==> src/hw/fetch_pkg.sv <==
package fetch_pkg;

   // word, bundle and slot sizes
   localparam int inst_w      = 16;
   localparam int fetch_width = 4;
   localparam int slot_w      = $clog2(fetch_width);

   // in-flight branch limit, third one gets squashed
   localparam int max_branches = 2;
   localparam int cnt_w        = $clog2(max_branches + 1);

   // instruction memory, word addressed
   localparam int rom_depth_log2 = 8;
   localparam int rom_depth      = 1 << rom_depth_log2;

   // branch history table
   localparam int         bht_index_w = 6;
   localparam int         bht_depth   = 1 << bht_index_w;
   localparam logic [1:0] ctr_init    = 2'b01;

   ////////////////////
   // opcode fields
   ////////////////////
   localparam int                   op_hi         = 15;
   localparam int                   op_lo         = 12;
   localparam logic [op_hi-op_lo:0] jump_op       = '1;
   localparam logic [1:0]           branch_prefix = 2'b10;
   localparam int                   imm_jump_mask = 2;

   // offset fields share the top bit 11
   localparam int off_hi     = 11;
   localparam int br_off_w   = 8;
   localparam int br_off_lo  = off_hi - br_off_w + 1;
   localparam int jmp_off_w  = 10;
   localparam int jmp_off_lo = off_hi - jmp_off_w + 1;

   // conditional branch: 10xx with xx nonzero
   function automatic logic is_branch(input logic [inst_w-1:0] inst);
      return (inst[op_hi -: 2] == branch_prefix) && (inst[op_hi-2 -: 2] != 2'b00);
   endfunction

   function automatic logic is_jump(input logic [inst_w-1:0] inst);
      return inst[op_hi:op_lo] == jump_op;
   endfunction

   // low bits clear means immediate, anything else is register based
   function automatic logic is_imm_jump(input logic [inst_w-1:0] inst);
      return is_jump(inst) && (inst[imm_jump_mask-1:0] == '0);
   endfunction

endpackage

==> src/hw/next_pc_logic.sv <==
`timescale 1ns/1ps

module next_pc_logic
   import fetch_pkg::*;
(
   input  logic                   clk,
   input  logic                   rst_n,
   input  logic                   pcsel_hold,
   input  logic [inst_w-1:0]      pc_bhndlr,
   input  logic [fetch_width-1:0] tkn_brnch,
   input  logic [fetch_width-1:0] is_im_jmp,
   input  logic [inst_w-1:0]      raw0,
   input  logic [inst_w-1:0]      raw1,
   input  logic [inst_w-1:0]      raw2,
   input  logic [inst_w-1:0]      raw3,
   input  logic                   redirect_en,
   input  logic [inst_w-1:0]      redirect_pc,
   output logic [inst_w-1:0]      pc
);

   logic [inst_w-1:0] raw [fetch_width];
   logic [inst_w-1:0] slot_pc, off, target, pc_nxt;
   logic              target_vld;

   assign raw[0] = raw0;
   assign raw[1] = raw1;
   assign raw[2] = raw2;
   assign raw[3] = raw3;

   ////////////////////
   // target adder
   ////////////////////
   // walk last slot to first so the lowest marked slot wins
   always_comb begin
      slot_pc    = pc;
      off        = '0;
      target_vld = 1'b0;
      for (int i = fetch_width - 1; i >= 0; i--) begin
         if (tkn_brnch[fetch_width-1-i] || is_im_jmp[fetch_width-1-i]) begin
            target_vld = 1'b1;
            slot_pc    = pc + inst_w'(i);
            if (is_im_jmp[fetch_width-1-i]) begin
               // jump offset bits 11:2, sign extended
               off = {{(inst_w-jmp_off_w){raw[i][off_hi]}}, raw[i][off_hi:jmp_off_lo]};
            end else begin
               // branch offset bits 11:4
               off = {{(inst_w-br_off_w){raw[i][off_hi]}}, raw[i][off_hi:br_off_lo]};
            end
         end
      end
      target = slot_pc + off;
   end

   // redirect, then hold, then target, then sequential
   always_comb begin
      if (redirect_en) begin
         pc_nxt = redirect_pc;
      end else if (pcsel_hold) begin
         pc_nxt = pc;
      end else if (target_vld) begin
         pc_nxt = target;
      end else begin
         pc_nxt = pc_bhndlr;
      end
   end

   always_ff @(posedge clk or negedge rst_n) begin
      if (!rst_n) begin
         pc <= '0;
      end else begin
         pc <= pc_nxt;
      end
   end

   // handler kills behind the first taken or jump slot
   // so one target source at most
   a_one_target: assert property (
      @(posedge clk) disable iff (!rst_n) $onehot0({tkn_brnch, is_im_jmp})
   ) else $error("next_pc_logic: more than one target source");

endmodule

==> config.mk <==
export PLATFORM = sky130hd
export DESIGN_NAME = next_pc_logic
export DESIGN_NICKNAME = d
export VERILOG_FILES = /design/src/hw/fetch_pkg.sv /design/src/hw/next_pc_logic.sv
export SDC_FILE = /design/constraint.sdc
export NUM_CORES = 1
export LEC_CHECK = 0
export BUFFER_PORTS_ARGS = -buffer_cell sky130_fd_sc_hd__buf_2
export CORE_ASPECT_RATIO = 1.75
export CORE_MARGIN = 2
export CORE_UTILIZATION = 26
export DETAILED_ROUTE_END_ITERATION = 6
export GPL_TIMING_DRIVEN = 0
export PLACE_DENSITY = 0.5
export SYNTH_ARGS = -nofsm -noshare
export SYNTH_HDL_FRONTEND = slang
export SYNTH_SLANG_ARGS = --single-unit
==> constraint.sdc <==
create_clock -name clk -period 3.45 [get_ports clk]
set_input_delay 0.69 -clock clk [delete_from_list [all_inputs] [get_ports clk]]
set_output_delay 0.69 -clock clk [all_outputs]
set_load 0.02 [all_outputs]
### Yosys cells after proc, flatten, opt, wreduce, memory -nomap -nowiden

Index checks and enable logic that the tools add are counted.

| storage, ports and cells | value |
|---|---|
| output and inout bits | 16 |
| bits in registers | 16 |
| bits of input ports | 108 |

| operators by class | value |
|---|---|
| eq/ne operators | 1 |
| reduce and logical (&&, ||, !) cells | 4 |
| multiplexer cells | 19 |
| add/subtract/negate cells | 4 |

Operators with widths:

| operator | count |
|---|---|
| $mux 16 | 11 |
| $mux 9 | 4 |
| $add 16x2->16 const B | 2 |
| $add 16x1->16 const B | 1 |
| $add 16x16->16 | 1 |
| $logic_or 1x1->1 | 4 |
| $mux 1 | 4 |
| $ne 2x1->1 const B | 1 |

### Depth between registers and ports, before layout

| logic depth | value |
|---|---|
| word-level depth | 9 |
| mapped depth | 17 |
| gate-level depth less buffers | 17 |

### Least setup slack after synthesis

OpenSTA, ideal clock, no wires.

| path | value |
|---|---|
| kind | input -> register |
| start point | input tkn_brnch[2] |
| end point | register pc[13] |
| buffers on the path | 1 |
| path slack | -0.093 ns |
| arrival time | 3.400 ns |
| library setup time | 0.142 ns |
| cell stages on the path | 15 |
| required time | 3.308 ns |
| cell sequence | nor2_1 > clkbuf_1 > o21ai_0 > a221oi_1 > nor3_1 > a21oi_1 > o21ai_0 > ha_1 > o21ai_0 > o21ai_1 > a2111oi_2 > nor3_2 > a31oi_1 > xor2_1 > o221ai_1 |

| on the way | value |
|---|---|
| longest elaborated chain between the ends | 7 |
| elaborated cells on any way between the ends | 11 |
| those cells by class | 1 x add/sub; 9 x mux; 1 x reduce/logical |

RTL lines:

| item | RTL line | RTL |
|---|---|---|
| from (decl) | next_pc_logic.sv:10 | `input logic [fetch_width-1:0] tkn_brnch,` |
| $logic_or 1x1->1 (*) | next_pc_logic.sv:39 | `if (tkn_brnch[fetch_width-1-i] \|\| is_im_jmp[fetch_width-1-i]) begin` |
| $mux 16 (2 in a row) | next_pc_logic.sv:39 |  |
| $add 16x16->16 | next_pc_logic.sv:51 | `target = slot_pc + off;` |
| $mux 16 (*) | next_pc_logic.sv:60 | `end else if (target_vld) begin` |
| $mux 16 (*) | next_pc_logic.sv:58 | `end else if (pcsel_hold) begin` |
| $mux 16 (*) | next_pc_logic.sv:56 | `if (redirect_en) begin` |
| to (signal assigned) | next_pc_logic.sv:71 | `pc <= pc_nxt;` |
| to (decl) | next_pc_logic.sv:18 | `output logic [inst_w-1:0] pc` |

Every way passes the cells marked *; elsewhere a longest branch is shown, timed or not. The select of a mux whose other input is x is not followed.
A chain may end at the register's enable or synchronous reset.

### Final worst setup path

| path | value |
|---|---|
| start point | input is_im_jmp[0] |
| end point | register pc[13] |

| on the way | value |
|---|---|
| longest elaborated chain between the ends | 9 |
| elaborated cells on any way between the ends | 18 |
| those cells by class | 1 x add/sub; 16 x mux; 1 x reduce/logical |

RTL lines:

| item | RTL line | RTL |
|---|---|---|
| from (decl) | next_pc_logic.sv:11 | `input logic [fetch_width-1:0] is_im_jmp,` |
| $mux 9 / $logic_or 1x1->1 (equally long branches) | next_pc_logic.sv:42, next_pc_logic.sv:39 |  |
| $mux 16 (4 in a row) | next_pc_logic.sv:39 |  |
| $add 16x16->16 | next_pc_logic.sv:51 |  |
| $mux 16 (*) | next_pc_logic.sv:60 |  |
| $mux 16 (*) | next_pc_logic.sv:58 |  |
| $mux 16 (*) | next_pc_logic.sv:56 |  |

Marked as above.

==> out/qor.yml <==
status: "completed"
gp_congestion: 0.866
placed_cells: 596
skew_ns: 0.00252
crit_start: "is_im_jmp[0]"
synth_top_family_by_area: "compound AO/OA/AOI/OAI gates"
largest_reg_flops: 16
grt_usage_pct: 18.5
grt_pass1_vias: 3255
cts_buffer_depth: 2
cts_hold_buf: 0
dieHeight_um: 137
area.growth.synth_to_final_pct: 48.1
synth_fa_ha_area_share_pct: 10.7
hold_path_class: "input port to async pin"
drt_first_iter_violations: 147
syn_inst: 375
num_vias: 3258
die_w_um: 80.2
vias_per_cell: 5.24
synth_nets: 505
dr.pass1.iters: 5
initial_core_util_pct: 26.8
wl_per_cell_um: 16.5
portBuffers: 96
path_cells: "buf_8 > or2_4 > nand2_4 > o21ai_1 > a221oi_2 > nor3_2 > a21oi_1 > o21ai_1 > ha_1 > a211oi_4 > o21ai_2 > a2111oi_4 > nor3_4 > a31oi_1 > xor2_1 > o221ai_1"
total_leakage_power_nw: 1.72
r2r_setup_slack_ns: 0.23
clk_latency_ns: 0.25
fmax_mhz: 297
synth_xor_xnor_area_share_pct: 8.63
use_met3_pct: 1.44
criticalPathCategory: "input port to flip-flop"
synth.distinct_cells: 49
fin_crit_sh_pct: 97.7
drive_gt1_share_pct: 38.2
synth-simple-area-share_pct: 23.9
clk_pin_slew_ns: 0.05
arrival_ns: 3.48
wl_um: 10300
fin_cells: 622
ys_ff_latch: 16
tightest_slew_ns: 0.693
rsz0062_at_grt: "yes"
cts_buffers: 3
slowest_delay_ns: 0.36
grt_max_degree: 17
overflow: 0
cts_tree: "done"
setup_tns_ns: 0
synth_compound_area_share_pct: 30.7
ys.flop_type: "dfrtp_1"
critPathSlowestCell: "a2111oi_4"
drv_slew: 0
synth.avg_cell_area_um2: 7.04
synth_mux_area_share_pct: 5.69
use_met2_pct: 36.5
ir_drop_mv: 0.266
dp_hpwl_um: 8070
max_slew_margin_pct: 53.8
grt_pass1_wl_um: 15900
clockRootBuffer: "clkbuf_16"
required_ns: 3.56
rr_startpoint: "pc[1]$_DFFE_PN0P_"
hold_violations: 0
yosysSeqAreaShare_pct: 15.2
start_kind: "input port"
maxCapViolations: 0
finalSetupViolCount: 0
max_flop_register: "pc"
path_max_fanout: 5
endpoint_kind: "flip-flop"
yosys_warnings: 0
async_reset_ff_share_pct: 100
power_density_nw_per_um2: 397
num-nets-final: 628
htree_levels: 1
n_antenna_cell: 0
num_rows: 48
top_usage_layer: "met2"
synth_edf_count: 0
antenna_found_initial: 0
ant_nets: 0
synth_area_um2: 2640
r2r_cells: 14
ios: 124
cts.sinks: 16
top_regs: "pc: 16 flops"
core_area_um2: 9850
layout_min_cycle_time_ns: 3.37
drt_drc_violations_left: 0
r2r_end: "pc[13]$_DFFE_PN0P_"
path_common_cell: "o21ai_1"
use_met1_pct: 19.7
die_area_um2: 11000
cells by family (layout without fill, tap and decap cells):
| logic type | Yosys count | in the layout |
|---|---|---|
| compound gates | 130 | 130 |
| xor+xnor | 26 | 26 |
| fa+ha+maj | 22 | 22 |
| buf+inv | 31 | 152 |
| flops | 16 | 16 |
| mux | 15 | 15 |
| simple gates | 135 | 136 |
cell usage in the layout (no fill, tap or decap), types with 3 or more instances in the layout:
master / count
nand4_1: 3
a21oi_1: 38
a21o_1: 3
ha_1: 15
dfrtp_1: 14
nand3_1: 8
o221ai_1: 5
nand2_1: 45
a31oi_1: 3
buf_6: 4
o21ai_2: 5
a211oi_2: 4
ha_2: 6
nor2_4: 3
inv_1: 12
a221oi_2: 6
a211oi_1: 4
nand2_4: 3
o21ai_0: 15
buf_4: 20
nor2_2: 4
nor2b_1: 6
o22ai_1: 8
o21ai_1: 21
mux2i_1: 13
xor2_1: 12
nor3_1: 12
nor2_1: 29
xnor2_1: 13
buf_2: 95
clkbuf_1: 9
clkbuf_16: 4
a21oi_2: 4
cells in the mapped netlist (all sizes together) (2+ instances only):
cell | count | share of area [%]
mux2i | 15 | 5.7
nand2 | 48 | 6.8
o221ai | 5 | 1.7
nand4 | 3 | 0.71
nand3 | 9 | 1.7
dfrtp | 16 | 15
clkbuf | 12 | 1.7
a21oi | 42 | 8.0
a32o | 2 | 0.76
o21ai | 41 | 7.8
nor2 | 36 | 5.1
nor2b | 8 | 1.9
and3 | 2 | 0.47
inv | 14 | 2.0
o22ai | 8 | 1.9
nand2b | 2 | 0.47
a21o | 3 | 0.85
nor4 | 3 | 1.3
a211oi | 9 | 3.1
xnor2 | 14 | 4.6
or2 | 4 | 0.95
ha | 21 | 10
buf | 5 | 1.4
xor2 | 12 | 4.0
a221oi | 7 | 2.3
nor3 | 16 | 3.4
a31oi | 3 | 0.71
worst max-delay path: cells and delay by family:
family	cells	cell delay, ns
AOI/OAI and AO/OA	9	1.59
and+or+nand+nor	4	0.54
adders and majority gates	1	0.35
xor gates and xnor gates	1	0.19
buffers and inverters	1	0.11
how the worst max path moves through the flow:
| stage | endpoint | slack [ns] | cells after the start |
|---|---|---|---|
| finish | pc[13]$_DFFE_PN0P_ | 0.08 | 16 |
| CTS | pc[15]$_DFFE_PN0P_ | 0.004 | 16 |
| detailed placement | pc[14]$_DFFE_PN0P_ | -0.82 | 18 |
| global placement | pc[15]$_DFFE_PN0P_ | -0.78 | 16 |
| floorplan | pc[13]$_DFFE_PN0P_ | 0.03 | 15 |
| global route | pc[13]$_DFFE_PN0P_ | -0.13 | 14 |
power breakdown:
part / switching [W] / internal, W / leakage (nW)
Sequential: 0.0000629 / 0.000226 / 0.188
Clock: 0.0000837 / 0.000177 / 0.0442
Combinational: 0.000545 / 0.000456 / 1.48
Total: 0.000692 / 0.000859 / 1.72
stage by stage:
stage	setup slack [ns]	area (um^2)	total power (W)	utilization (%)	hold slack [ns]
floorplan	0.0294	2640	0.000854	-	0.394
global placement	-0.781	3280	0.00110	33.3	0.618
detailed placement	-0.820	3280	0.00110	33.3	0.628
CTS	0.00436	3640	0.00144	37.0	0.377
global route	-0.129	3910	0.00167	39.7	0.387
finish	0.0788	3910	0.00155	39.7	0.365
metal layers:
layer | vias to the layer above | wire length [um]
met5 | - | 0
met4 | 0 | 342
met3 | 21 | 539
met2 | 120 | 5620
met1 | 1494 | 3770
li1 | 1623 | -
final cells by class:
class,instances,area [um^2]
clock buffer,4,88.8
timing repair buffer,118,713
multi-input combinational,329,2390
buffer,16,100
fill,1062,5940
sequential,16,403
tap,125,156
inverter,14,55.1
timing repair:
| action | 4_1_cts | 5_1_grt |
|---|---|---|
| setup endpoints to repair | 12 | 10 |
| pin swaps | 27 | 21 |
| gates resized for setup | 45 | 53 |
| buffers inserted | 14 | 7 |
| gates cloned | 1 | 1 |
(Power assumes the default switching activity.)
