## src/hw/fetch_pkg.sv

```systemverilog
package fetch_pkg;

   // word, bundle and slot sizes
   localparam int inst_w      = 16;
   localparam int fetch_width = 4;
   localparam int slot_w      = $clog2(fetch_width);

   // in-flight branch limit, third one gets squashed
   localparam int max_branches = 2;
   localparam int cnt_w        = $clog2(max_branches + 1);

   // instruction memory, word addressed
   localparam int rom_depth_log2 = 8;
   localparam int rom_depth      = 1 << rom_depth_log2;

   // branch history table
   localparam int         bht_index_w = 6;
   localparam int         bht_depth   = 1 << bht_index_w;
   localparam logic [1:0] ctr_init    = 2'b01;

   ////////////////////
   // opcode fields
   ////////////////////
   localparam int                   op_hi         = 15;
   localparam int                   op_lo         = 12;
   localparam logic [op_hi-op_lo:0] jump_op       = '1;
   localparam logic [1:0]           branch_prefix = 2'b10;
   localparam int                   imm_jump_mask = 2;

   // offset fields share the top bit 11
   localparam int off_hi     = 11;
   localparam int br_off_w   = 8;
   localparam int br_off_lo  = off_hi - br_off_w + 1;
   localparam int jmp_off_w  = 10;
   localparam int jmp_off_lo = off_hi - jmp_off_w + 1;

   // conditional branch: 10xx with xx nonzero
   function automatic logic is_branch(input logic [inst_w-1:0] inst);
      return (inst[op_hi -: 2] == branch_prefix) && (inst[op_hi-2 -: 2] != 2'b00);
   endfunction

   function automatic logic is_jump(input logic [inst_w-1:0] inst);
      return inst[op_hi:op_lo] == jump_op;
   endfunction

   // low bits clear means immediate, anything else is register based
   function automatic logic is_imm_jump(input logic [inst_w-1:0] inst);
      return is_jump(inst) && (inst[imm_jump_mask-1:0] == '0);
   endfunction

endpackage

```

## src/hw/branch_handler.sv

```systemverilog
`timescale 1ns/1ps

module branch_handler
   import fetch_pkg::*;
(
   input  logic                   clk,
   input  logic                   rst_n,
   input  logic [inst_w-1:0]      pc,
   input  logic [inst_w-1:0]      raw0,
   input  logic [inst_w-1:0]      raw1,
   input  logic [inst_w-1:0]      raw2,
   input  logic [inst_w-1:0]      raw3,
   input  logic                   stall_for_jump,
   input  logic                   stall_fetch,
   input  logic [1:0]             pred_to_pcsel,
   input  logic                   commit_br,
   input  logic                   mispred_num,
   output logic                   update_bpred,
   output logic                   pcsel_hold,
   output logic [inst_w-1:0]      pc_bhndlr,
   output logic [inst_w-1:0]      inst0,
   output logic [inst_w-1:0]      inst1,
   output logic [inst_w-1:0]      inst2,
   output logic [inst_w-1:0]      inst3,
   output logic                   brch_full,
   output logic [fetch_width-1:0] tkn_brnch,
   output logic [fetch_width-1:0] is_im_jmp
);

   logic [inst_w-1:0]      raw  [fetch_width];
   logic [inst_w-1:0]      outw [fetch_width];
   logic [cnt_w-1:0]       br_cnt, br_live, dec_amt, cnt_nxt;
   logic                   br_ord;
   logic                   kill;
   logic                   hold_q;
   logic [slot_w:0]        n_issue;
   logic [fetch_width-1:0] squash, third, tkn, imj, out_nz;

   assign raw[0] = raw0;
   assign raw[1] = raw1;
   assign raw[2] = raw2;
   assign raw[3] = raw3;

   ////////////////////
   // slot walk
   ////////////////////
   // slot 0 first, once kill is up every later slot is squashed
   always_comb begin
      kill    = stall_fetch | stall_for_jump | hold_q;
      br_live = br_cnt;
      br_ord  = 1'b0;
      n_issue = '0;
      squash  = '0;
      third   = '0;
      tkn     = '0;
      imj     = '0;
      for (int i = 0; i < fetch_width; i++) begin
         if (kill) begin
            squash[i] = 1'b1;
         end else if (is_branch(raw[i])) begin
            if (br_live >= cnt_w'(max_branches)) begin
               // one branch too many, drop it and the rest
               third[i]  = 1'b1;
               squash[i] = 1'b1;
               kill      = 1'b1;
            end else begin
               br_live = br_live + 1'b1;
               // pred bit 1 for the first branch, bit 0 for the second
               tkn[i]  = br_ord ? pred_to_pcsel[0] : pred_to_pcsel[1];
               br_ord  = 1'b1;
               kill    = tkn[i];
            end
         end else if (is_jump(raw[i])) begin
            // jump issues, the slots behind it do not
            imj[i] = is_imm_jump(raw[i]);
            kill   = 1'b1;
         end
         if (!squash[i]) begin
            n_issue = n_issue + 1'b1;
         end
      end
   end

   // msb is slot 0, same order as the bundle
   always_comb begin
      for (int i = 0; i < fetch_width; i++) begin
         tkn_brnch[fetch_width-1-i] = tkn[i];
         is_im_jmp[fetch_width-1-i] = imj[i];
         outw[i]                    = squash[i] ? '0 : raw[i];
         out_nz[fetch_width-1-i]    = outw[i] != '0;
      end
   end

   assign inst0 = outw[0];
   assign inst1 = outw[1];
   assign inst2 = outw[2];
   assign inst3 = outw[3];

   // restart at the first squashed slot, pc when all are gone
   assign pc_bhndlr    = pc + inst_w'(n_issue);
   assign pcsel_hold   = stall_fetch | stall_for_jump | hold_q | third[0];
   assign update_bpred = br_live != br_cnt;
   assign brch_full    = hold_q;

   ////////////////////
   // in-flight count
   ////////////////////
   // mispredict frees two, plain commit frees one, floor zero
   always_comb begin
      dec_amt = '0;
      if (commit_br) begin
         dec_amt = mispred_num ? cnt_w'(2) : cnt_w'(1);
      end
      cnt_nxt = (br_live > dec_amt) ? br_live - dec_amt : '0;
   end

   always_ff @(posedge clk or negedge rst_n) begin
      if (!rst_n) begin
         br_cnt <= '0;
         hold_q <= 1'b0;
      end else begin
         br_cnt <= cnt_nxt;
         // any commit reopens fetch, a third branch closes it
         if (commit_br) begin
            hold_q <= 1'b0;
         end else if (|third) begin
            hold_q <= 1'b1;
         end
      end
   end

   a_cnt_max: assert property (
      @(posedge clk) disable iff (!rst_n) br_cnt <= cnt_w'(max_branches)
   ) else $error("branch_handler: branch count above limit");

   // a taken slot must reach the output untouched
   a_tkn_live: assert property (
      @(posedge clk) disable iff (!rst_n) (tkn_brnch & ~out_nz) == '0
   ) else $error("branch_handler: taken flag on a squashed slot");

endmodule

```

## config.mk

```make
export PLATFORM = sky130hd
export DESIGN_NAME = branch_handler
export DESIGN_NICKNAME = d
export VERILOG_FILES = /design/src/hw/fetch_pkg.sv /design/src/hw/branch_handler.sv
export SDC_FILE = /design/constraint.sdc
export NUM_CORES = 1
export LEC_CHECK = 0
export ABC_AREA = 1
export BUFFER_PORTS_ARGS = -buffer_cell sky130_fd_sc_hd__clkbuf_2
export CAP_MARGIN = 25
export CORE_MARGIN = 2
export CORE_UTILIZATION = 43
export CTS_CLUSTER_DIAMETER = 40
export DETAILED_ROUTE_END_ITERATION = 10
export PLACE_DENSITY = 0.88
export SYNTH_ARGS = -nofsm -noshare
export SYNTH_HDL_FRONTEND = slang
export SYNTH_SLANG_ARGS = --single-unit
```

## constraint.sdc

```tcl
create_clock -name clk -period 11.4 [get_ports clk]
set_input_delay 1.71 -clock clk [delete_from_list [all_inputs] [get_ports clk]]
set_output_delay 1.71 -clock clk [all_outputs]
set_load 0.1 [all_outputs]
```

-- After elaboration in Yosys (flattened, before gate mapping)
Cells that the tools add are included.
- register bits: 3
- logic and storage cells: 135
- bits of input ports: 88
- eq/ne operators: 9
- muxes and demuxes: 89
- magnitude comparators: 5
- $add $sub $neg: 9
- bitwise logic cells: 3
- reductions and logical operators: 18
- operators by type and width (cell ; count):
    $mux W1 ; 67
    $mux W16 ; 4
    $mux W2 ; 15
    $add A16 B3 Y16 ; 1
    $eq A4 B4 Y1 const B ; 4
    $reduce_bool A2 Y1 ; 5
    $add A3 B1 Y3 const B ; 3
    $mux W3 ; 3
    $add A2 B1 Y2 const B ; 4
    $eq A2 B2 Y1 const B ; 4
    $ge A2 B2 Y1 const B ; 4
    $logic_and A1 B1 Y1 ; 8
    $logic_not A2 Y1 ; 4
    $reduce_or A4 Y1 ; 1
    $or A1 B1 Y1 ; 3
    $gt A2 B2 Y1 ; 1
    $ne A2 B2 Y1 ; 1
    $sub A2 B2 Y2 ; 1

-- Longest topological paths before layout
Gate-level depths: netlist of run 1.
- depth after elaboration: 19
- mapped depth: 35
- gate-level depth less buffers: 35

-- Worst setup path before layout of run 1
Ideal clock, no wire load.
- path type: input to output
- from: input port raw0[15]
- to: output port pc_bhndlr[14]
- required time: 9.690 ns
- data arrival time: 7.359 ns
- setup slack: 2.331 ns
- stages on the path: 25
- path buffers: 1
- path through: inv_2 -> nor2_2 -> nand3_2 -> nand2_4 -> buf_1 -> inv_1 -> ha_1 -> xor2_2 -> inv_1 -> ha_1 -> inv_1 -> nand2_1 -> nand2_1 -> nand3_1 -> nand2_1 -> inv_1 -> ha_1 -> a21oi_1 -> nor2_1 -> nand3_1 -> nor3_1 -> nand3_1 -> nor3b_1 -> nand3_1 -> xnor2_1
- longest elaborated chain between the ends: 18
- ends and longest elaborated chain (item ; line ; source):
    start, declared ; branch_handler.sv:9 ; input logic [inst_w-1:0] raw0,
    $eq A2 B2 Y1 ; fetch_pkg.sv:39 ; return (inst[op_hi -: 2] == branch_prefix) && (inst[op_hi-2 -: 2] != 2'b00);
    $logic_and A1 B1 Y1 ; fetch_pkg.sv:39 ;
    $mux W2 ; branch_handler.sv:60 ; end else if (is_branch(raw[i])) begin
    $mux W2 ; branch_handler.sv:58 ; if (kill) begin
    $add A2 B1 Y2 / $ge A2 B2 Y1 (equally long branches) ; branch_handler.sv:67, branch_handler.sv:61 ;
    $mux W2 ; branch_handler.sv:61 ; if (br_live >= cnt_w'(max_branches)) begin
    $mux W2 ; branch_handler.sv:60 ;
    $mux W2 ; branch_handler.sv:58 ;
    [... 2 more ...] ; -- ;
    $mux W2 ; branch_handler.sv:60 ;
    $mux W2 ; branch_handler.sv:58 ;
    $ge A2 B2 Y1 ; branch_handler.sv:61 ;
    $mux W1 ; branch_handler.sv:61 ;
    $mux W1 ; branch_handler.sv:60 ;
    $mux W1 ; branch_handler.sv:58 ;
    $mux W3 (*) ; branch_handler.sv:78 ; if (!squash[i]) begin
    $add A16 B3 Y16 (*) ; branch_handler.sv:100 ; assign pc_bhndlr = pc + inst_w'(n_issue);
    end, declared ; branch_handler.sv:20 ; output logic [inst_w-1:0] pc_bhndlr,
Every way passes the cells marked *; elsewhere a longest branch is shown, timed or not.

-- Worst setup path in the final report of run 1
- from: input port stall_for_jump
- to: output port pc_bhndlr[14]
- longest elaborated chain between the ends: 17
- ends and longest elaborated chain (item ; line ; source):
    start, declared ; branch_handler.sv:13 ; input logic stall_for_jump,
    $or A1 B1 Y1 (*) (2 in a row) ; branch_handler.sv:49 ; kill = stall_fetch | stall_for_jump | hold_q;
    $mux W2 ; branch_handler.sv:58 ;
    $add A2 B1 Y2 / $ge A2 B2 Y1 (equally long branches) ; branch_handler.sv:67, branch_handler.sv:61 ;
    $mux W2 ; branch_handler.sv:61 ;
    $mux W2 ; branch_handler.sv:60 ;
    $mux W2 ; branch_handler.sv:58 ;
    $add A2 B1 Y2 / $ge A2 B2 Y1 (equally long branches) ; branch_handler.sv:67, branch_handler.sv:61 ;
    $mux W2 ; branch_handler.sv:61 ;
    $mux W2 ; branch_handler.sv:60 ;
    $mux W2 ; branch_handler.sv:58 ;
    $ge A2 B2 Y1 ; branch_handler.sv:61 ;
    $mux W1 ; branch_handler.sv:61 ;
    $mux W1 ; branch_handler.sv:60 ;
    $mux W1 ; branch_handler.sv:58 ;
    $mux W3 (*) ; branch_handler.sv:78 ;
    $add A16 B3 Y16 (*) ; branch_handler.sv:100 ;
Marked as above.

==> impl_metrics.csv, run 1 <==
group,metric,value,unit
outcome,outcome,"finished clean",
synthesis,synth-warning-count,0,
global_routing,use_met1,20.3,%
final_layout,layout-drive-gt1-share,43.9,%
global_routing,grt-ovfl-total,0,
floorplanning,rows,25,
clock_network,cts_buffers,3,
final_layout,areaGrowthSynthToFinish,45.1,%
timing,min_period,8.46,ns
hold_path,hold_path.class,"reg -> reg",
synthesis,synth_seq_cells,3,
clock_network,root_buffer,"clkbuf_8",
setup_path,critical_path_class,"in -> out",
clock_network,clk_pin_slew,0.03,ns
clock_network,clock-sinks,3,
timing,rsz0062_at_grt,"no",
synthesis,syn-num-nets,476,
clock_network,clock_latency,0.22,ns
floorplanning,die_x,75.0,um
setup_path,critPathCaptureType,"primary output",
clock_network,cts_tree,"yes",
synthesis,async_flop_share,100,%
global_routing,track_usage,20.0,%
power_and_ir_drop,p_total,0.544,mW
synthesis,avgSynthCellArea,5.85,um2
detailed_routing,drc_errors,0,
global_routing,antenna_found_initial,0,
clock_network,h-tree-depth,1,
setup_path,crit_family,"simple AND/OR/NAND/NOR gates",
floorplanning,start_util,45.3,%
detailed_routing,via_per_inst,4.51,
synthesis,synth.distinct_cells,36,
setup_path,path_buf_inv,6,
placement,gp_congestion,0.906,
final_layout,num_antenna_cells,0,
power_and_ir_drop,p_leak,2.08,nW
timing,hold_ws,0.799,ns
global_routing,grt_max_degree,22,
floorplanning,die_y,75.0,um
floorplanning,ios,179,
power_and_ir_drop,p_per_area,173,nW/um2
synthesis,netlist_instances,370,
timing,final_hold_viol_count,0,
placement,hpwl,5.75,mm
synthesis,syn_area,2170,um2
final_layout,fin_util,65.6,%
floorplanning,die_area,5620,um2
setup_path,crit_path_max_incr_delay,0.47,ns
setup_path,crit_slowest_cell,"clkbuf_2",
final_layout,finalNetCount,654,
detailed_routing,drt_iter0_markers,57,
power_and_ir_drop,ir_drop,0.000105,V
synthesis,ys_seq_area_share,3.47,%
setup_path,reg2regPathDepth,23,
clock_network,cts_buffer_depth,2,
clock_network,cts_hold_buf,0,
hold_path,hold_depth,2,
clock_network,cts_setup_buffers,0,
global_routing,use_met3,1.61,%
clock_network,ctsResizeCount,0,
placement,io_buffers,178,
timing,slew_violations,0,
timing,layout_worst_path_cycle_share,74.2,%
final_layout,design_area,3140,um2
global_routing,grt_pass1_vias,2342,
setup_path,cp-start-kind,"primary input",
synthesis,synth-edff-count,0,
detailed_routing,routed_wl,6.33,mm
timing,tightestPinTransition,0.556,ns
setup_path,arrival,6.75,ns
floorplanning,core_area,4790,um2
timing,fmax,118,MHz
detailed_routing,wire_per_inst,10.3,um
placement,place_area,3100,um2
timing,setup_viol,0,
setup_path,cp.depth,33,
setup_path,worstPathRequired,9.69,ns
global_routing,use_met2,43.6,%
timing,relSlewSlack,62.7,%
timing,fin_skew,0.00254,ns
synthesis,ys.flop_type,"dfrtp_1",
setup_path,critPathMaxFanout,19,
detailed_routing,dr.pass1.iters,4,
global_routing,busiest_layer,"met2",
flow_run,drv_cap,0,
detailed_routing,drtAntennaViolNets,0,
detailed_routing,vias,2772,
timing,tns,0,ns
global_routing,grt_pass1_wl,9.07,mm
## area by class of cell
type / instances / area [um2]
multi-input combinational: 261 / 1670
fill: 443 / 1640
timing repair buffer: 178 / 891
inverter: 101 / 379
tap: 67 / 83.8
sequential: 3 / 75.1
clock buffer: 4 / 45.0
## sequential cells by signal, summed over array words and instances (netlist names)
| signal | flops |
|---|---|
| br_cnt | 2 |
| brch_full | 1 |
## Yosys cell counts (2+ instances only)
| master | count | area [um2] |
|---|---|---|
| nor4_1 | 5 | 31.3 |
| inv_2 | 6 | 22.5 |
| a21oi_1 | 4 | 20.0 |
| nor2_2 | 4 | 25.0 |
| nand3_2 | 7 | 70.1 |
| xor2_1 | 11 | 96.3 |
| nand3_1 | 20 | 100 |
| nand2_4 | 7 | 78.8 |
| nand4_1 | 8 | 50.1 |
| dfrtp_1 | 3 | 75.1 |
| nor2_4 | 14 | 158 |
| o21ai_1 | 4 | 20.0 |
| nor3_1 | 3 | 15.0 |
| nand2_2 | 13 | 81.3 |
| nor2_8 | 3 | 60.1 |
| inv_1 | 95 | 357 |
| xnor2_1 | 4 | 35.0 |
| fa_1 | 2 | 40.0 |
| nand2_1 | 52 | 195 |
| nor2_1 | 73 | 274 |
| ha_1 | 16 | 200 |
| nand2_8 | 2 | 40.0 |
## logic make-up after synthesis
logic type / Yosys count / share of synthesized area [%]
simple gates: 217 / 56.7
buf+inv: 106 / 19.5
fa+ha+maj: 18 / 11.1
xor+xnor: 16 / 6.82
compound gates: 10 / 2.37
flops: 3 / 3.47
## where the power goes
group	total (mW)	leakage, nW	internal (mW)	switching (mW)
logic	0.493	2.02	0.101	0.392
clock network	0.0314	0.0228	0.0239	0.00752
registers	0.0197	0.0400	0.0147	0.00498
## layout by cell type, fill, tap and decap left out, drive strengths merged
cell type,Yosys,final
nand3b,1,1
a31oi,1,1
o21ai,5,5
or2,3,3
nand4,8,8
nand2,74,74
clkbuf,1,182
inv,101,101
nor4,5,5
ha,16,16
nor2,94,94
nor3,4,4
xor2,12,12
fa,2,2
dfrtp,3,3
xnor2,4,4
nand3,27,27
nor3b,1,1
a21oi,4,4
## worst paths after layout
check / from / to / slack [ns]
max in group asynchronous: rst_n / br_cnt[0] / 10.01
hold / removal: brch_full / brch_full / 0.80
hold reg to reg: brch_full / brch_full / 0.80
setup / recovery: stall_for_jump / pc_bhndlr[14] / 2.94
min in group asynchronous: rst_n / br_cnt[1] / 1.28
setup reg to reg: br_cnt[0] / br_cnt[1] / 7.41
## routing by layer
metal | up-vias | share of wire [%]
li1 | 1453 | -
met1 | 1199 | 37
met2 | 116 | 55
met3 | 4 | 7.5
met4 | 0 | 0.63
met5 | - | 0
## per-stage QoR
step / instances / setup slack, ns
2_1_floorplan: 370 / 2.33
3_3_place_gp: 610 / 3.17
3_5_place_dp: 610 / 2.92
4_1_cts: 614 / 2.92
5_1_grt: 614 / 2.32
6_report: 614 / 2.94
## worst register-to-register path: stages, from the launching register on
cell	delay, ns
dfrtp_1	0.36
inv_1	0.10
ha_1	0.23
nor2_2	0.20
nand2_1	0.08
nand2_1	0.09
nand4_1	0.19
o21ai_1	0.29
inv_1	0.08
ha_1	0.28
or2_0	0.22
nand2_1	0.07
nand2_1	0.05
nand2_1	0.13
ha_1	0.25
or2_2	0.29
nand2_1	0.07
nand2_1	0.06
nand2_1	0.10
ha_1	0.15
inv_1	0.05
fa_1	0.47
inv_1	0.05
nor2_1	0.09
Power figures use the tool's default switching activity.
==> run 2: changes to the inputs <==
- ABC_AREA: 1 -> 0
- CORE_UTILIZATION: 43 -> 38
- PLACE_DENSITY: 0.88 -> 0.84
- clock period: 11.4 -> 8.38 ns (I/O delays scaled with it)
==> run 2 against run 1 <==
Total power rose by 8.5%. Register-to-register slack got worse by 3.5 ns. Non-clock buffer count rose by 3. Worst setup slack got worse by 2.2 ns. Die area is 3.1% lower. Hold slack worse by 0.057 ns. Sequential power is 16% higher. Synthesized area is 15% lower. Wire length rose by 2.3%. Synthesized cell count decreased by 34%. Critical path type unchanged. Critical endpoint is now pc_bhndlr[15]. Largest cell class unchanged.
==> impl_metrics.csv, run 2 <==
group,metric,value,unit
global_routing,grt-ovfl-total,0,
flow_run,drv_cap,0,
power_and_ir_drop,p_leak,1.56,nW
final_layout,fin_util,60.8,%
global_routing,grt_max_degree,18,
final_layout,regMostFlops,"br_cnt",
floorplanning,core_area,4720,um2
placement,dp_slack,0.752,ns
detailed_routing,dr.pass1.iters,4,
setup_path,r2r_slack,3.90,ns
final_layout,final_cell_mix,"clkbuf_2 (178), and2_1 (63), nor2_1 (19)",
detailed_routing,drt_iter0_markers,73,
synthesis,synth_area_leaders,"and2_1 (21%), ha_1 (11%), xnor2_1 (6.1%)",
floorplanning,die_y,73.8,um
clock_network,root_buffer,"clkbuf_8",
synthesis,synth-edff-count,0,
global_routing,antenna_found_initial,0,
power_and_ir_drop,p_total,0.590,mW
timing,setup_viol,0,
synthesis,synth_most_common_cell,"and2_1",
floorplanning,die_area,5450,um2
timing,tns,0,ns
setup_path,arrival,6.39,ns
clock_network,cts_buffer_depth,2,
synthesis,syn-num-nets,351,
synthesis,ys_seq_area_share,4.05,%
clock_network,cts_setup_buffers,0,
hold_path,hold_path.class,"reg -> reg",
clock_network,h-tree-depth,1,
final_layout,final_common_cell,"clkbuf_2",
setup_path,path_cells,"clkbuf_2, or2_4, nand3_1, mux2i_1, inv_1, ha_1, o31a_4, nor4_4, and3_1, nor2_1, ha_1, o21ba_2, o21a_4, mux2_4, ha_1, a21o_1, a21oi_1, nor3_1, nand3_1, xnor2_1, clkbuf_2",
clock_network,clock-sinks,3,
setup_path,critical_path_class,"in -> out",
clock_network,clk_pin_slew,0.03,ns
final_layout,layout-drive-gt1-share,49.3,%
synthesis,ys.flop_type,"dfrtp_1",
clock_network,cts_hold_buf,0,
timing,rsz0062_at_grt,"no",
placement,io_buffers,178,
clock_network,ctsResizeCount,0,
synthesis,synth_xor_area_share,8.99,%
timing,slew_violations,0,
final_layout,areaGrowthSynthToFinish,55.1,%
synthesis,synth_compound_area_share,15.7,%
global_routing,grt_pass1_vias,2137,
floorplanning,die_x,73.8,um
synthesis,async_flop_share,100,%
clock_network,clock_latency,0.22,ns
setup_path,critPathMaxFanout,17,
detailed_routing,vias,2388,
detailed_routing,via_per_inst,4.84,
floorplanning,rows,25,
timing,relSlewSlack,61.9,%
placement,gp_congestion,0.918,
final_layout,fin_cells,493,
placement,hpwl,5.73,mm
global_routing,track_usage,21.7,%
timing,fmax,131,MHz
setup_path,worstPathRequired,7.12,ns
detailed_routing,wire_per_inst,13.1,um
final_layout,num_antenna_cells,0,
final_layout,largest_reg_flops,2,
floorplanning,ios,179,
synthesis,synthSimpleGateAreaFrac,47.7,%
detailed_routing,drtAntennaViolNets,0,
clock_network,cts_tree,"yes",
floorplanning,start_util,39.2,%
setup_path,crit_path_max_incr_delay,0.47,ns
setup_path,critPathCaptureType,"primary output",
synthesis,synth_top_area_share,21.3,%
power_and_ir_drop,p_per_area,206,nW/um2
setup_path,path_buf_inv,3,
setup_path,crit_path_frequent_cell,"ha_1",
synthesis,netlist_instances,245,
setup_path,crit_family,"simple AND/OR/NAND/NOR gates",
detailed_routing,drc_errors,0,
synthesis,synth_common_cells,"and2_1 (63), nor2_1 (19), ha_1 (16)",
timing,tightestPinTransition,0.573,ns
detailed_routing,routed_wl,6.48,mm
placement,dp_cells,489,
timing,setup_slack,0.729,ns
outcome,outcome,"finished clean",
synthesis,synth_top_family_by_area,"simple AND/OR/NAND/NOR gates",
synthesis,synthMuxAreaShare,6.55,%
synthesis,syn_area,1850,um2
timing,fin_skew,0.00235,ns
synthesis,avgSynthCellArea,7.56,um2
setup_path,crit_slowest_cell,"clkbuf_2",
synthesis,synth_seq_cells,3,
synthesis,synth-warning-count,0,
timing,layout_worst_path_cycle_share,91.3,%
clock_network,cts_buffers,3,
global_routing,grt_pass1_wl,9.47,mm
final_layout,finalNetCount,533,
timing,min_period,7.65,ns
setup_path,cp-start-kind,"primary input",
synthesis,yosysTopAreaCell,"and2_1",
synthesis,synth_fa_ha_area_share,13.0,%
power_and_ir_drop,ir_drop,0.000179,V
synthesis,synth.distinct_cells,59,
timing,final_hold_viol_count,0,
-- run 2: area by class of cell --
class	instances	area [um2]
multi-input combinational	224	1700
inverter	14	52.6
clock buffer	4	45.0
fill	445	1850
sequential	3	75.1
tap	67	83.8
timing repair buffer	181	913
-- run 2: power by group --
part	internal, mW	total, mW	switching [mW]
Sequential	0.0188	0.0228	0.00405
Clock	0.0325	0.0428	0.0103
Combinational	0.118	0.525	0.406
Total	0.170	0.590	0.421
-- run 2: worst paths after layout --
kind / start / end / depth (start not counted)
worst min-delay path: brch_full / brch_full / 2
min in group asynchronous: rst_n / br_cnt[0] / 1
worst max-delay path: raw0[12] / pc_bhndlr[15] / 21
worst max register to register: br_cnt[1] / br_cnt[1] / 18
max in group asynchronous: rst_n / brch_full / 1
worst min register to register: brch_full / brch_full / 2
-- run 2: stage by stage --
stage                     cell area [um2]  hold slack [ns]
final                                2870            0.742
after global routing                 2870            0.818
after CTS                            2870            0.770
after detailed placement             2830            0.758
after global placement               2830            0.777
after floorplan                      1850            0.750
-- run 2: logic make-up after synthesis --
family,Yosys count
and+or+nand+nor,143
DFF,3
xor gates and xnor gates,19
buffers and inverters,18
muxes,11
AOI/OAI and AO/OA,33
adders and majority gates,18
-- run 2: worst register-to-register path: cells and delay by family (launching register included) --
family                     cells  cell delay, ns
and+or+nand+nor                4            0.90
buffers and inverters          2            0.11
adders and majority gates      4            1.10
DFF                            1            0.43
AOI/OAI and AO/OA              6            1.20
muxes                          2            0.63
-- run 2: layer usage --
metal	part of all wire [%]	wire (um)	up-vias	track usage (%)
met5	0	0	-	0
met4	0.31	20	0	3.43
met3	5.7	366	2	2.88
met2	54	3520	77	42.4
met1	40	2570	1088	25.0
li1	-	-	1221	-
