--- src/hw/fetch_pkg.sv ---
package fetch_pkg;

   // word, bundle and slot sizes
   localparam int inst_w      = 16;
   localparam int fetch_width = 4;
   localparam int slot_w      = $clog2(fetch_width);

   // in-flight branch limit, third one gets squashed
   localparam int max_branches = 2;
   localparam int cnt_w        = $clog2(max_branches + 1);

   // instruction memory, word addressed
   localparam int rom_depth_log2 = 8;
   localparam int rom_depth      = 1 << rom_depth_log2;

   // branch history table
   localparam int         bht_index_w = 6;
   localparam int         bht_depth   = 1 << bht_index_w;
   localparam logic [1:0] ctr_init    = 2'b01;

   ////////////////////
   // opcode fields
   ////////////////////
   localparam int                   op_hi         = 15;
   localparam int                   op_lo         = 12;
   localparam logic [op_hi-op_lo:0] jump_op       = '1;
   localparam logic [1:0]           branch_prefix = 2'b10;
   localparam int                   imm_jump_mask = 2;

   // offset fields share the top bit 11
   localparam int off_hi     = 11;
   localparam int br_off_w   = 8;
   localparam int br_off_lo  = off_hi - br_off_w + 1;
   localparam int jmp_off_w  = 10;
   localparam int jmp_off_lo = off_hi - jmp_off_w + 1;

   // conditional branch: 10xx with xx nonzero
   function automatic logic is_branch(input logic [inst_w-1:0] inst);
      return (inst[op_hi -: 2] == branch_prefix) && (inst[op_hi-2 -: 2] != 2'b00);
   endfunction

   function automatic logic is_jump(input logic [inst_w-1:0] inst);
      return inst[op_hi:op_lo] == jump_op;
   endfunction

   // low bits clear means immediate, anything else is register based
   function automatic logic is_imm_jump(input logic [inst_w-1:0] inst);
      return is_jump(inst) && (inst[imm_jump_mask-1:0] == '0);
   endfunction

endpackage

--- src/hw/branch_predictor.sv ---
`timescale 1ns/1ps

module branch_predictor
   import fetch_pkg::*;
(
   input  logic              clk,
   input  logic              rst_n,
   input  logic [inst_w-1:0] pc,
   input  logic [inst_w-1:0] raw0,
   input  logic [inst_w-1:0] raw1,
   input  logic [inst_w-1:0] raw2,
   input  logic [inst_w-1:0] raw3,
   input  logic              bp_update,
   input  logic [inst_w-1:0] bp_pc,
   input  logic              bp_taken,
   input  logic              update_bpred,
   output logic [1:0]        pred_to_pcsel
);

   logic [1:0]             bht [bht_depth];
   logic [inst_w-1:0]      raw [fetch_width];
   logic                   found0, found1;
   logic [slot_w-1:0]      slot0, slot1;
   logic [bht_index_w-1:0] idx0, idx1, upd_idx;
   logic [1:0]             upd_old;
   logic [inst_w-1:0]      lookup_cnt;

   assign raw[0] = raw0;
   assign raw[1] = raw1;
   assign raw[2] = raw2;
   assign raw[3] = raw3;

   // first two branch slots of the bundle
   always_comb begin
      found0 = 1'b0;
      found1 = 1'b0;
      slot0  = '0;
      slot1  = '0;
      for (int i = 0; i < fetch_width; i++) begin
         if (is_branch(raw[i])) begin
            if (!found0) begin
               found0 = 1'b1;
               slot0  = slot_w'(i);
            end else if (!found1) begin
               found1 = 1'b1;
               slot1  = slot_w'(i);
            end
         end
      end
   end

   // index is the branch's own pc, low bits
   assign idx0 = pc[bht_index_w-1:0] + bht_index_w'(slot0);
   assign idx1 = pc[bht_index_w-1:0] + bht_index_w'(slot1);

   // msb of the counter is the taken guess
   assign pred_to_pcsel = {found0 & bht[idx0][1], found1 & bht[idx1][1]};

   ////////////////////
   // training
   ////////////////////
   assign upd_idx = bp_pc[bht_index_w-1:0];
   assign upd_old = bht[upd_idx];

   always_ff @(posedge clk or negedge rst_n) begin
      if (!rst_n) begin
         for (int i = 0; i < bht_depth; i++) begin
            bht[i] <= ctr_init;
         end
      end else if (bp_update) begin
         // saturate at both ends
         if (bp_taken && upd_old != 2'b11) begin
            bht[upd_idx] <= upd_old + 2'd1;
         end else if (!bp_taken && upd_old != 2'b00) begin
            bht[upd_idx] <= upd_old - 2'd1;
         end
      end
   end

   // lookups that issued at least one branch
   always_ff @(posedge clk or negedge rst_n) begin
      if (!rst_n) begin
         lookup_cnt <= '0;
      end else if (update_bpred) begin
         lookup_cnt <= lookup_cnt + 1'b1;
      end
   end

   // a taken update never lowers a counter, not-taken never raises it
   // i.e. no wrap past 11 or 00
   a_ctr_sat: assert property (
      @(posedge clk) disable iff (!rst_n)
      bp_update |=> ($past(bp_taken) ? (bht[$past(upd_idx)] >= $past(upd_old))
                                     : (bht[$past(upd_idx)] <= $past(upd_old)))
   ) else $error("branch_predictor: counter left its range");

   // handler only reports a lookup when a branch was actually seen
   a_lookup_has_branch: assert property (
      @(posedge clk) disable iff (!rst_n)
      (lookup_cnt != $past(lookup_cnt)) |-> $past(found0)
   ) else $error("branch_predictor: lookup counted without a branch");

endmodule

--- config.mk ---
export PLATFORM = sky130hd
export DESIGN_NAME = branch_predictor
export DESIGN_NICKNAME = d
export VERILOG_FILES = /design/src/hw/fetch_pkg.sv /design/src/hw/branch_predictor.sv
export SDC_FILE = /design/constraint.sdc
export NUM_CORES = 1
export LEC_CHECK = 0
export ABC_AREA = 0
export BUFFER_PORTS_ARGS = -buffer_cell sky130_fd_sc_hd__buf_2
export CAP_MARGIN = 5
export CELL_PAD_IN_SITES_DETAIL_PLACEMENT = 1
export CELL_PAD_IN_SITES_GLOBAL_PLACEMENT = 2
export CORE_MARGIN = 10
export CORE_UTILIZATION = 35
export DETAILED_ROUTE_END_ITERATION = 6
export GPL_ROUTABILITY_DRIVEN = 0
export PLACE_DENSITY = 0.76
export SLEW_MARGIN = 20
export SYNTH_ARGS = -nofsm -noshare
export SYNTH_HDL_FRONTEND = slang
export SYNTH_SLANG_ARGS = --single-unit
--- constraint.sdc ---
create_clock -name clk -period 4.6 [get_ports clk]
set_input_delay 0.92 -clock clk [delete_from_list [all_inputs] [get_ports clk]]
set_output_delay 0.92 -clock clk [all_outputs]
set_load 0.1 [all_outputs]
Yosys cells after proc, flatten, opt, wreduce, memory -nomap -nowiden
Cells that the tools add are included.
Word-level totals
  flip-flop bits (word level): 128
  latch bits: 0
  RAM bits: 0
  bits in read-only memories: 0
  bits of input ports: 101
  output and inout bits: 2
  logic and storage cells: 136
  memories kept: 0
Cells by class
  add/subtract/negate cells: 4
  multiply operators: 0
  div/mod/pow operators: 0
  magnitude comparators: 4
  equality and inequality tests: 5
  shifts and indexed selects: 0
  mux-type cells: 39
  bitwise operators: 5
  reductions and logical operators: 15
Operators with widths (number)
  bitwise mux 128 bit: 2
  two-way mux 128 bit: 2
  binary-select mux 2 bit (select 6 bit): 3
  two-way mux 2 bit: 17
  >= comparator 7 bit, second input constant: 3
  NOT 6 -> 7 bit: 3
  two-way mux 1 bit: 14
  adder 6 x 2 -> 6 bit: 2
  demux 2 bit (select 6 bit): 1
  nonzero test 2 bit: 6
  equality test 2 bit, second input constant: 4
  logical AND 1 bit: 7
  < comparator 7 x 1 -> 1 bit, second input constant: 1
  adder 2 x 1 -> 2 bit, second input constant: 1
  AND 1 bit: 2
  != test 2 bit, second input constant: 1
  AND reduction 2 bit: 1
  subtractor 2 x 1 -> 2 bit, second input constant: 1
  zero test 1 bit: 1

Logic depth before layout (Yosys ltp)
Gate-level depths: netlist of run 1.
  word-level depth: 17
  mapped depth: 19
  mapped depth without buffers: 15

Least setup slack after synthesis of run 1
OpenSTA, ideal clock, no wires.
  path kind: input to output
  start point: in raw0[13]
  end point: out pred_to_pcsel[0]
  arrival time: 5140 ps
  slack: -1460 ps
  stages: 13
  path buffers: 2
  path through: o211ai_1 ha_1 nand2_1 nand2_1 o21ai_0 ha_1 fa_1 buf_1 buf_2 mux4_2 a2111oi_0 or4_1 a21oi_1
Between the ends
  word-level cells in the longest chain between the ends: 17
Ends and longest elaborated chain
  start, declared: RTL line branch_predictor.sv:9  | input logic [inst_w-1:0] raw0,
  nonzero test 2 bit *: RTL line fetch_pkg.sv:39  | return (inst[op_hi -: 2] == branch_prefix) && (inst[op_hi-2 -: 2] != 2'b00);
  logical AND 1 bit *: RTL line fetch_pkg.sv:39
  two-way mux 1 bit *: RTL line branch_predictor.sv:40  | if (is_branch(raw[i])) begin
  two-way mux 1 bit: RTL line branch_predictor.sv:41  | if (!found0) begin
  two-way mux 1 bit: RTL line branch_predictor.sv:40
  two-way mux 2 bit: RTL line branch_predictor.sv:44  | end else if (!found1) begin
  two-way mux 2 bit: RTL line branch_predictor.sv:41
  two-way mux 2 bit: RTL line branch_predictor.sv:40
  two-way mux 2 bit: RTL line branch_predictor.sv:44
  two-way mux 2 bit: RTL line branch_predictor.sv:41
  two-way mux 2 bit: RTL line branch_predictor.sv:40
  adder 6 x 2 -> 6 bit: RTL line branch_predictor.sv:54  | assign idx1 = pc[bht_index_w-1:0] + bht_index_w'(slot1);
  NOT 6 -> 7 bit (implied by the code): RTL line branch_predictor.sv:57  | assign pred_to_pcsel = {found0 & bht[idx0][1], found1 & bht[idx1][1]};
  binary-select mux 2 bit (select 6 bit): RTL line branch_predictor.sv:57
  two-way mux 2 bit (implied by the code) (2 in series): RTL line branch_predictor.sv:57
  AND 1 bit *: RTL line branch_predictor.sv:57
  end, declared: RTL line branch_predictor.sv:17  | output logic [1:0] pred_to_pcsel
Every way passes the cells marked *; elsewhere a longest branch is shown, timed or not. The select of a mux whose other input is x is not followed.

Worst setup path in the final report of run 1
  start point: in raw1[14]
  end point: out pred_to_pcsel[0]
Between the ends
  word-level cells in the longest chain between the ends: 15
Ends and longest elaborated chain
  start, declared: RTL line branch_predictor.sv:10  | input logic [inst_w-1:0] raw1,
  equality test 2 bit *: RTL line fetch_pkg.sv:39
  logical AND 1 bit *: RTL line fetch_pkg.sv:39
  two-way mux 1 bit: RTL line branch_predictor.sv:40
  two-way mux 2 bit: RTL line branch_predictor.sv:44
  two-way mux 2 bit: RTL line branch_predictor.sv:41
  two-way mux 2 bit: RTL line branch_predictor.sv:40
  two-way mux 2 bit: RTL line branch_predictor.sv:44
  two-way mux 2 bit: RTL line branch_predictor.sv:41
  two-way mux 2 bit: RTL line branch_predictor.sv:40
  adder 6 x 2 -> 6 bit: RTL line branch_predictor.sv:54
  NOT 6 -> 7 bit (implied by the code): RTL line branch_predictor.sv:57
  binary-select mux 2 bit (select 6 bit): RTL line branch_predictor.sv:57
  two-way mux 2 bit (implied by the code) (2 in series): RTL line branch_predictor.sv:57
  AND 1 bit *: RTL line branch_predictor.sv:57
Marked as above.

==> results by stage, run 1 <==
Run status:
- The run finished, with violations left.
- The final reports fail on setup timing.

Worst setup path:
- The termination of the worst setup path is pred_to_pcsel[0].
- The data required time at the worst endpoint is 3.68 ns.
- The cell count of the worst reg-to-reg path is 12.
- STA classifies the critical path startpoint as a primary input.
- The launch point of the critical path is raw1[14].
- The worst register-to-register path ends at bht[27]$_DFFE_PN0P_.
- The slack of the worst reg-to-reg path is 0.89 ns.
- The critical path is of the in -> out type.
- The endpoint class of the critical path is an output port.
- The arrival time of data at the critical path endpoint is 4.11 ns.
- The maximum net fanout on the critical path is 4.

Drt:
- In the final routed layout, each cell accounts on average for 23.9 µm.
- The detail route stage leaves a number of antenna-violating nets equal to 0.
- The number of DRC markers after the initial detailed-route iteration is 552.
- The post-detailed-route DRC marker count is 0.
- The via-per-instance ratio is around 5.7.
- The post-detailed-routing wire length is 27,800 µm.
- Across all layers, the routed design uses roughly 6,700 vias.
- For this run, the detailed router's first-pass iteration total came to 5.

Finish:
- The antenna cell count is 0.
- In the final layout, the multi-input gates occupy 4720 µm².
- Cells with a size suffix above 1 make up 51.2% of the layout.
- The fill cell instance count of the final layout is about 2,500.
- The utilization after layout is between 40% and 50%.
- Registers take 3280 µm².
- Compared with the post-synthesis result, the final layout area differs by 27.1%.
- The number of nets at the end of the flow is between 900 and 1,000.

GRT:
- The wire length of the first global-routing pass is 43,900 µm.
- Entering global routing, the biggest net connects 73 pins.
- Global routing finished with a remaining overflow of 0.
- The initial antenna violation count came to 0.
- The global router's overall resource usage is a little under a fifth.
- The via count of the first global-routing pass is 7,392.

Clock tree:
- The clock transition at the registers of the reported paths is 0.06 ns.
- The TritonCTS clock tree is built.
- The depth of the CTS H-tree is 4.
- The clock reaches the later pin of the worst-skew pair after 0.44 ns.
- The clock sink count is 128.
- The root buffer cell chosen for the clock tree is clkbuf_16.
- The maximum root-to-sink buffer count is 2.
- Clock tree synthesis inserted a total of 17 buffers.

Timing:
- The final clock period utilization by the worst path is 109%.
- Clock skew on the completed layout was measured at 0.00794 ns.
- The peak clock frequency supported by timing is 0.199 GHz.
- The worst slew margin relative to its limit is between 40% and 50%.
- After layout, the worst setup slack is -0.429 ns.
- The final-report max-slew violation count came to 0.
- The final critical path time including I/O delays and setup is roughly 5 ns.
- Setup repair after global routing could not meet its margin everywhere.
- The hold violation count in the final report was 0.
- For the pin with the worst max-slew slack, the measured transition is 0.766 ns.
- The final setup violation count is 2.

Logic synthesis:
- The sequential cell area fraction in the yosys report is between 40 and 50%.
- For this run, the number of Yosys warnings is 0.
- The flip-flop and latch count after synthesis is 128.
- Synthesis produced 710 cells.
- Counting distinct cell types in the post-synthesis netlist gives 77.
- The fraction of synthesis flops using an asynchronous set or reset pin is 100%.
- The predominant post-synthesis flop cell is dfstp_2.
- The average cell area after synthesis is 11.5 µm².
- Yosys mapped a number of flops with a built-in enable equal to 0.
- Summing every instance area after synthesis gives 8150 µm².
- Counting every net in the synthesized netlist gives 824.

Place:
- The post-DP HPWL is 20,400 µm.
- Buffers placed on the I/O ports in this run total 33.
- The post-placement setup slack is -0.636 ns.

Power and ir drop:
- Power comes to 3.97 mW.
- For this design the static power due to leakage is 4.42 nW.
- In this run the power density over the cells is 384 nW/µm².
- The worst-case IR drop observed on VDD is about 0.22 mV.

Floorplan:
- The die area is 29,800 µm².
- The floorplan die height is 173 µm.
- In this run the core area contains 55 standard-cell rows.
- The effective utilization at floorplan is 35.8%.
- The core box area is 22,800 µm².
- roughly 100 I/O pins were placed.
- The die width is 173 µm.

Job:
- The count of maximum capacitance violations is 0.

Hold path:
- The kind of path behind the tightest hold check is reg -> reg.
through the flow:
step | hold slack (ns) | TNS [ns] | cell area (µm²) | std cells
after global routing | 0.528 | -1.06 | 10400 | 1162
final | 0.506 | -0.766 | 10400 | 1162
after global placement | 0.489 | -0.920 | 9350 | 1111
after detailed placement | 0.499 | -1.13 | 9350 | 1111
after floorplan | 0.478 | -0.628 | 8230 | 710
after CTS | 0.509 | -0.648 | 10300 | 1158
area by class of cell:
class	instances	area share, %
Clock buffer	19	4.28
Clock inverter	13	1.72
Inverter	20	0.749
Multi-Input combinational cell	520	45.5
Sequential cell	128	31.7
Tap cell	313	3.78
Timing Repair Buffer	149	12.2
per-layer routing:
| layer | vias to the layer above | track usage, % | wire [µm] |
|---|---|---|---|
| met4 | 0 | 8.66 | 894 |
| met3 | 75 | 4.49 | 1800 |
| met5 | - | 0 | 0 |
| met1 | 3425 | 22.5 | 11300 |
| li1 | 2899 | - | - |
| met2 | 271 | 31.3 | 13800 |
Yosys cell counts, drive strengths merged, types with 4 or more instances:
master / count / share of area, %
mux2: 117 / 16
nor2: 84 / 3.9
dfrtp: 64 / 20
dfstp: 64 / 21
nand2: 54 / 2.5
mux2i: 35 / 4.3
mux4: 32 / 8.8
a21oi: 31 / 2.4
buf: 29 / 3.0
inv: 19 / 0.87
a22oi: 13 / 1.2
clkbuf: 13 / 0.60
nand3: 12 / 0.74
ha: 11 / 1.7
a221oi: 9 / 0.97
nor2b: 8 / 0.61
nor3: 7 / 0.43
xnor2: 7 / 0.75
o21ai: 6 / 0.37
nand3b: 5 / 0.46
o221ai: 5 / 0.54
o22ai: 5 / 0.38
a211oi: 4 / 0.37
a31oi: 4 / 0.38
o211ai: 4 / 0.37
o21bai: 4 / 0.41
o2bb2ai: 4 / 0.51
xor2: 4 / 0.52
power breakdown:
group | internal (mW) | switching (mW) | total (mW) | leakage, nW
clock | 0.877 | 0.550 | 1.43 | 0.297
combinational | 0.515 | 0.524 | 1.04 | 2.60
sequential | 1.35 | 0.161 | 1.51 | 1.53
total | 2.74 | 1.24 | 3.97 | 4.42
timing repair:
action | in CTS | in global routing
gates resized for setup | 41 | 7
pin swaps | 19 | 16
buffers inserted | 15 | 6
setup endpoints to repair | 2 | 2
hold buffers | 0 | 0
hold endpoints to repair | 0 | 0
placed cells by master, fill, tap and decap left out, types with 7 or more instances in the layout:
master / n
nor3_1: 7
nor2b_1: 7
a22oi_1: 13
nand2_1: 52
nor2_1: 84
clkbuf_16: 17
mux2i_1: 34
inv_1: 13
buf_6: 13
mux4_2: 32
buf_12: 13
a221oi_1: 9
a21oi_2: 12
buf_2: 25
mux2_1: 10
mux2_4: 7
nand3_1: 12
mux2_2: 100
dfstp_2: 64
buf_4: 98
a21oi_1: 18
dfrtp_1: 64
logic make-up after synthesis:
group	synth area share, %
AO/OA/AOI/OAI	11.4
XOR/XNOR	1.27
multiplexers	29.6
adder cells (fa/ha/maj)	2.18
flip-flops	40.3
buffers and inverters	4.56
AND/OR/NAND/NOR	10.7
worst max-delay path, cell delays in order:
cell and delay [ns]:
buf_6 0.09, inv_2 0.04, o211a_4 0.20, inv_4 0.05, ha_4 0.16, nand2_4 0.06
nand2_4 0.06, buf_12 0.13, o32ai_4 0.17, fa_2 0.54, buf_6 0.16, buf_12 0.13
mux4_2 0.25, mux2i_1 0.09, buf_4 0.17, o32ai_2 0.27, o21ai_1 0.09, buf_4 0.15
a21oi_4 0.16, buf_12 0.19
worst min-delay path by stage:
stage | endpoint | depth (start not counted) | slack, ns | from
global placement | flop | 2 | 0.49 | flop
CTS | flop | 2 | 0.51 | flop
floorplan | flop | 2 | 0.48 | flop
global route | flop | 2 | 0.53 | flop
detailed placement | flop | 2 | 0.50 | flop
finish | flop | 2 | 0.51 | flop
(Power assumes the default switching activity.)
==> inputs of run 2 (changes only) <==
==> constraint.sdc (replaced) <==
create_clock -name clk -period 4.6 [get_ports clk]
set_input_delay 0.46 -clock clk [delete_from_list [all_inputs] [get_ports clk]]
set_output_delay 0.46 -clock clk [all_outputs]
set_load 0.1 [all_outputs]
==> results by stage, run 2 (synthesized netlist as in run 1, its figures left out) <==
GRT:
- Entering global routing, the biggest net connects 60 pins.
- The total grt overflow is 0.
- The initial antenna violation count is 1.
- Global routing used 17.7% of the available tracks.
- The wire length of the first global-routing pass is 41,600 µm.
- The via count of the first global-routing pass is 6,963.

Worst setup path:
- The most frequent cell on the critical path is buf_12.
- The largest individual stage delay along the critical path comes from the cell or4_1.
- The maximum net fanout on the critical path is 16.
- At the worst endpoint, the arrival time is between 3 and 4 ns.
- The data required time at the worst endpoint is around 4.1 ns.
- The family with the most delay on the worst path is compound AO/OA/AOI/OAI gates.
- The signal on the critical path passes through buf_2 -> o211ai_1 -> ha_1 -> o32ai_1 -> fa_1 -> buf_12 -> mux4_2 -> nor2b_1 -> a2111oi_0 -> or4_1 -> a21oi_2 -> buf_12.
- The critical path buffer and inverter count is 3.
- The delay of the slowest cell on the worst path is about 0.55 ns.
- STA classifies the critical path startpoint as a primary input.
- The setup path with the least slack is of type in -> out.
- The endpoint class of the critical path is an output port.

Timing:
- The slew at the pin with the worst max-slew slack is 0.836 ns.
- The worst slew margin relative to its limit is 43.8%.
- The aggregate negative setup slack is 0 ns.
- The final setup violation count is 0.
- In the post-route analysis, the smallest setup slack over all paths is 0.227 ns.
- The final-report max-slew violation count is 0.
- Based on the critical path, the design can be clocked at up to 0.229 GHz.
- Setup repair after global routing left no endpoint under its margin.
- The hold violation count in the final report is 0.
- The worst path in the final design needs a cycle of 4.37 ns, including I/O delays and setup.
- The final clock period utilization by the worst path is 95.1%.
- Hold timing on the final database bottoms out at a slack of 0.481 ns.
- On the final layout, the worst clock skew is roughly 0.008 ns.

Power and ir drop:
- In this run, the clock network consumes 35.4% of the power.
- The share of total power in sequential cells is roughly two fifths.
- Of the total power, the share spent switching nets is 32.2%.
- Cell internal power was estimated by the tool at between 2 and 3 mW.
- The maximum VDD drop is 0.229 mV.
- Combinational logic burns 23.9% of the power.
- Summed over all cells, the static leakage comes to 4.03 nW.
- Summed over all nets, the switching power comes to ~1.2 mW.
- The power per unit of standard cell area is 389 nW/µm².

Finish:
- From synthesis to final layout, the design area changed by 16.4%.
- The number of nets at the end of the flow is 890.
- Of the cells placed in the final design, the portion with a size suffix greater than 1 is 44.0%.
- The library cells used most frequently in the layout, excluding fill and tap cells, are 101 x mux2_2, 84 x nor2_1, 64 x dfstp_2, 64 x dfrtp_1, 54 x nand2_1.
- The library cell used most frequently in the layout, excluding fill and tap cells, is mux2_2.

Floorplan:
- The number of primary I/O pins is ~100.
- The floorplan has 55 rows.
- The region available for standard cell placement spans 22,800 µm².
- In this run the vertical extent of the chip is ~170 µm.
- The die covers 29,800 µm².
- Once the floorplan was initialized, standard cells occupied ~36% of the core.
- The floorplan step set the die width to 173 µm.

Clock tree:
- The TritonCTS clock tree is built.
- Clock-pin slew was measured on the worst setup and hold paths at 0.06 ns.
- The depth of the CTS H-tree is 4.
- Clock tree synthesis inserted a total of 17 buffers.
- The clock sink count is 128.
- The clock root buffer is clkbuf_16.
- The clock latency reported for the late side of the worst-skew pair is about 0.44 ns.
- The maximum root-to-sink buffer count is 2.

Drt:
- The count of nets left with antenna violations once routing finished came out at 0.
- In the routed design, unresolved DRC markers number 0.
- The post-detailed-route wirelength per cell is around 24 µm.
- The detailed router finished its first iteration with 492 violations.
- The overall via count from detail_route is 6,304.
- The length of the first detailed-routing pass in iterations is 5.
- The routed design has 26,200 µm of wire.
- The via-per-instance ratio is 5.72.

Place:
- The post-DP HPWL is between 15,000 and 20,000 µm.
- The quantity of I/O buffers inserted on ports is 33.
- Before CTS, the worst setup slack after placement is 0.162 ns.

Hold path:
- The kind of path behind the tightest hold check is in -> async.

Job:
- The count of maximum capacitance violations is 0.

Run status:
- The run finished with clean final reports.
[run 2: changes by cell type in the layout (fill, tap and decap cells not counted), sizes merged]
cell / delta
diode: +1
dlygate4sd3: +1
clkinv: +4
clkbuf: -2
bufinv: -2
buf: -61
[run 2: worst register-to-register path, cell delays in order (launching register included)]
cell	delay, ns
dfstp_2	0.53
mux2i_1	0.09
a22o_1	0.28
or3_1	0.42
a31oi_2	0.28
nand4_4	0.13
o21bai_2	0.21
ha_1	0.18
nor2_1	0.14
o21ai_1	0.11
or4_1	0.60
nor2_1	0.26
mux2_2	0.36
[run 2: what timing repair did]
item                                    in CTS  in global routing
endpoints found under the hold margin        5                  0
resized for setup                            0                  2
endpoints found under the setup margin       0                  1
buffers inserted                             0                  0
hold buffers                                 1                  0
[run 2: final timing paths]
path | start | end | slack, ns | depth (start not counted)
max | raw0[13] | pred_to_pcsel[0] | 0.23 | 12
max reg2reg | flop | bht[27]$_DFFE_PN0P_ | 0.90 | 12
min | rst_n | bht[81]$_DFFE_PN0P_ | 0.48 | 2
min reg2reg | flop | flop | 0.50 | 2
max in group asynchronous | rst_n | bht[13]$_DFFE_PN0P_ | 3.03 | 3
min in group clk | flop | flop | 0.50 | 2
[run 2: layer usage]
| layer | wire length, µm | global-route usage (%) | vias up |
|---|---|---|---|
| met1 | 11300 | 22.8 | 3242 |
| met4 | 790 | 6.92 | 0 |
| met5 | 0 | 0 | - |
| met3 | 1840 | 4.88 | 54 |
| li1 | - | - | 2760 |
| met2 | 12200 | 27.6 | 248 |
[run 2: final cells by class]
class / count / area [µm²]
multi-input cells: 520 / 4520
repair buffers: 89 / 658
inverters: 20 / 75.1
flip-flops and latches: 128 / 3280
diodes: 1 / 2.50
fillers: 2460 / 13300
clock inverters: 15 / 135
well taps: 313 / 392
clock buffers: 17 / 425
[run 2: metrics by stage]
| step | utilization [%] | total power [mW] | instance area, µm² | std cells |
|---|---|---|---|---|
| after detailed placement | 39.1 | 2.39 | 8910 | 1069 |
| final | 41.7 | 3.69 | 9490 | 1103 |
| after CTS | 41.6 | 3.71 | 9480 | 1102 |
| after global placement | 39.1 | 2.34 | 8910 | 1069 |
| after global routing | 41.6 | 3.87 | 9490 | 1102 |
| after floorplan | - | 2.07 | 8160 | 710 |
[run 2: power groups by stage]
stage / clock (mW) / sequential, mW / combinational [mW]
after floorplan: 0 / 1.45 / 0.627
after global placement: 0 / 1.50 / 0.844
after detailed placement: 0 / 1.51 / 0.875
after CTS: 1.33 / 1.50 / 0.882
after global routing: 1.39 / 1.52 / 0.952
final: 1.31 / 1.50 / 0.883
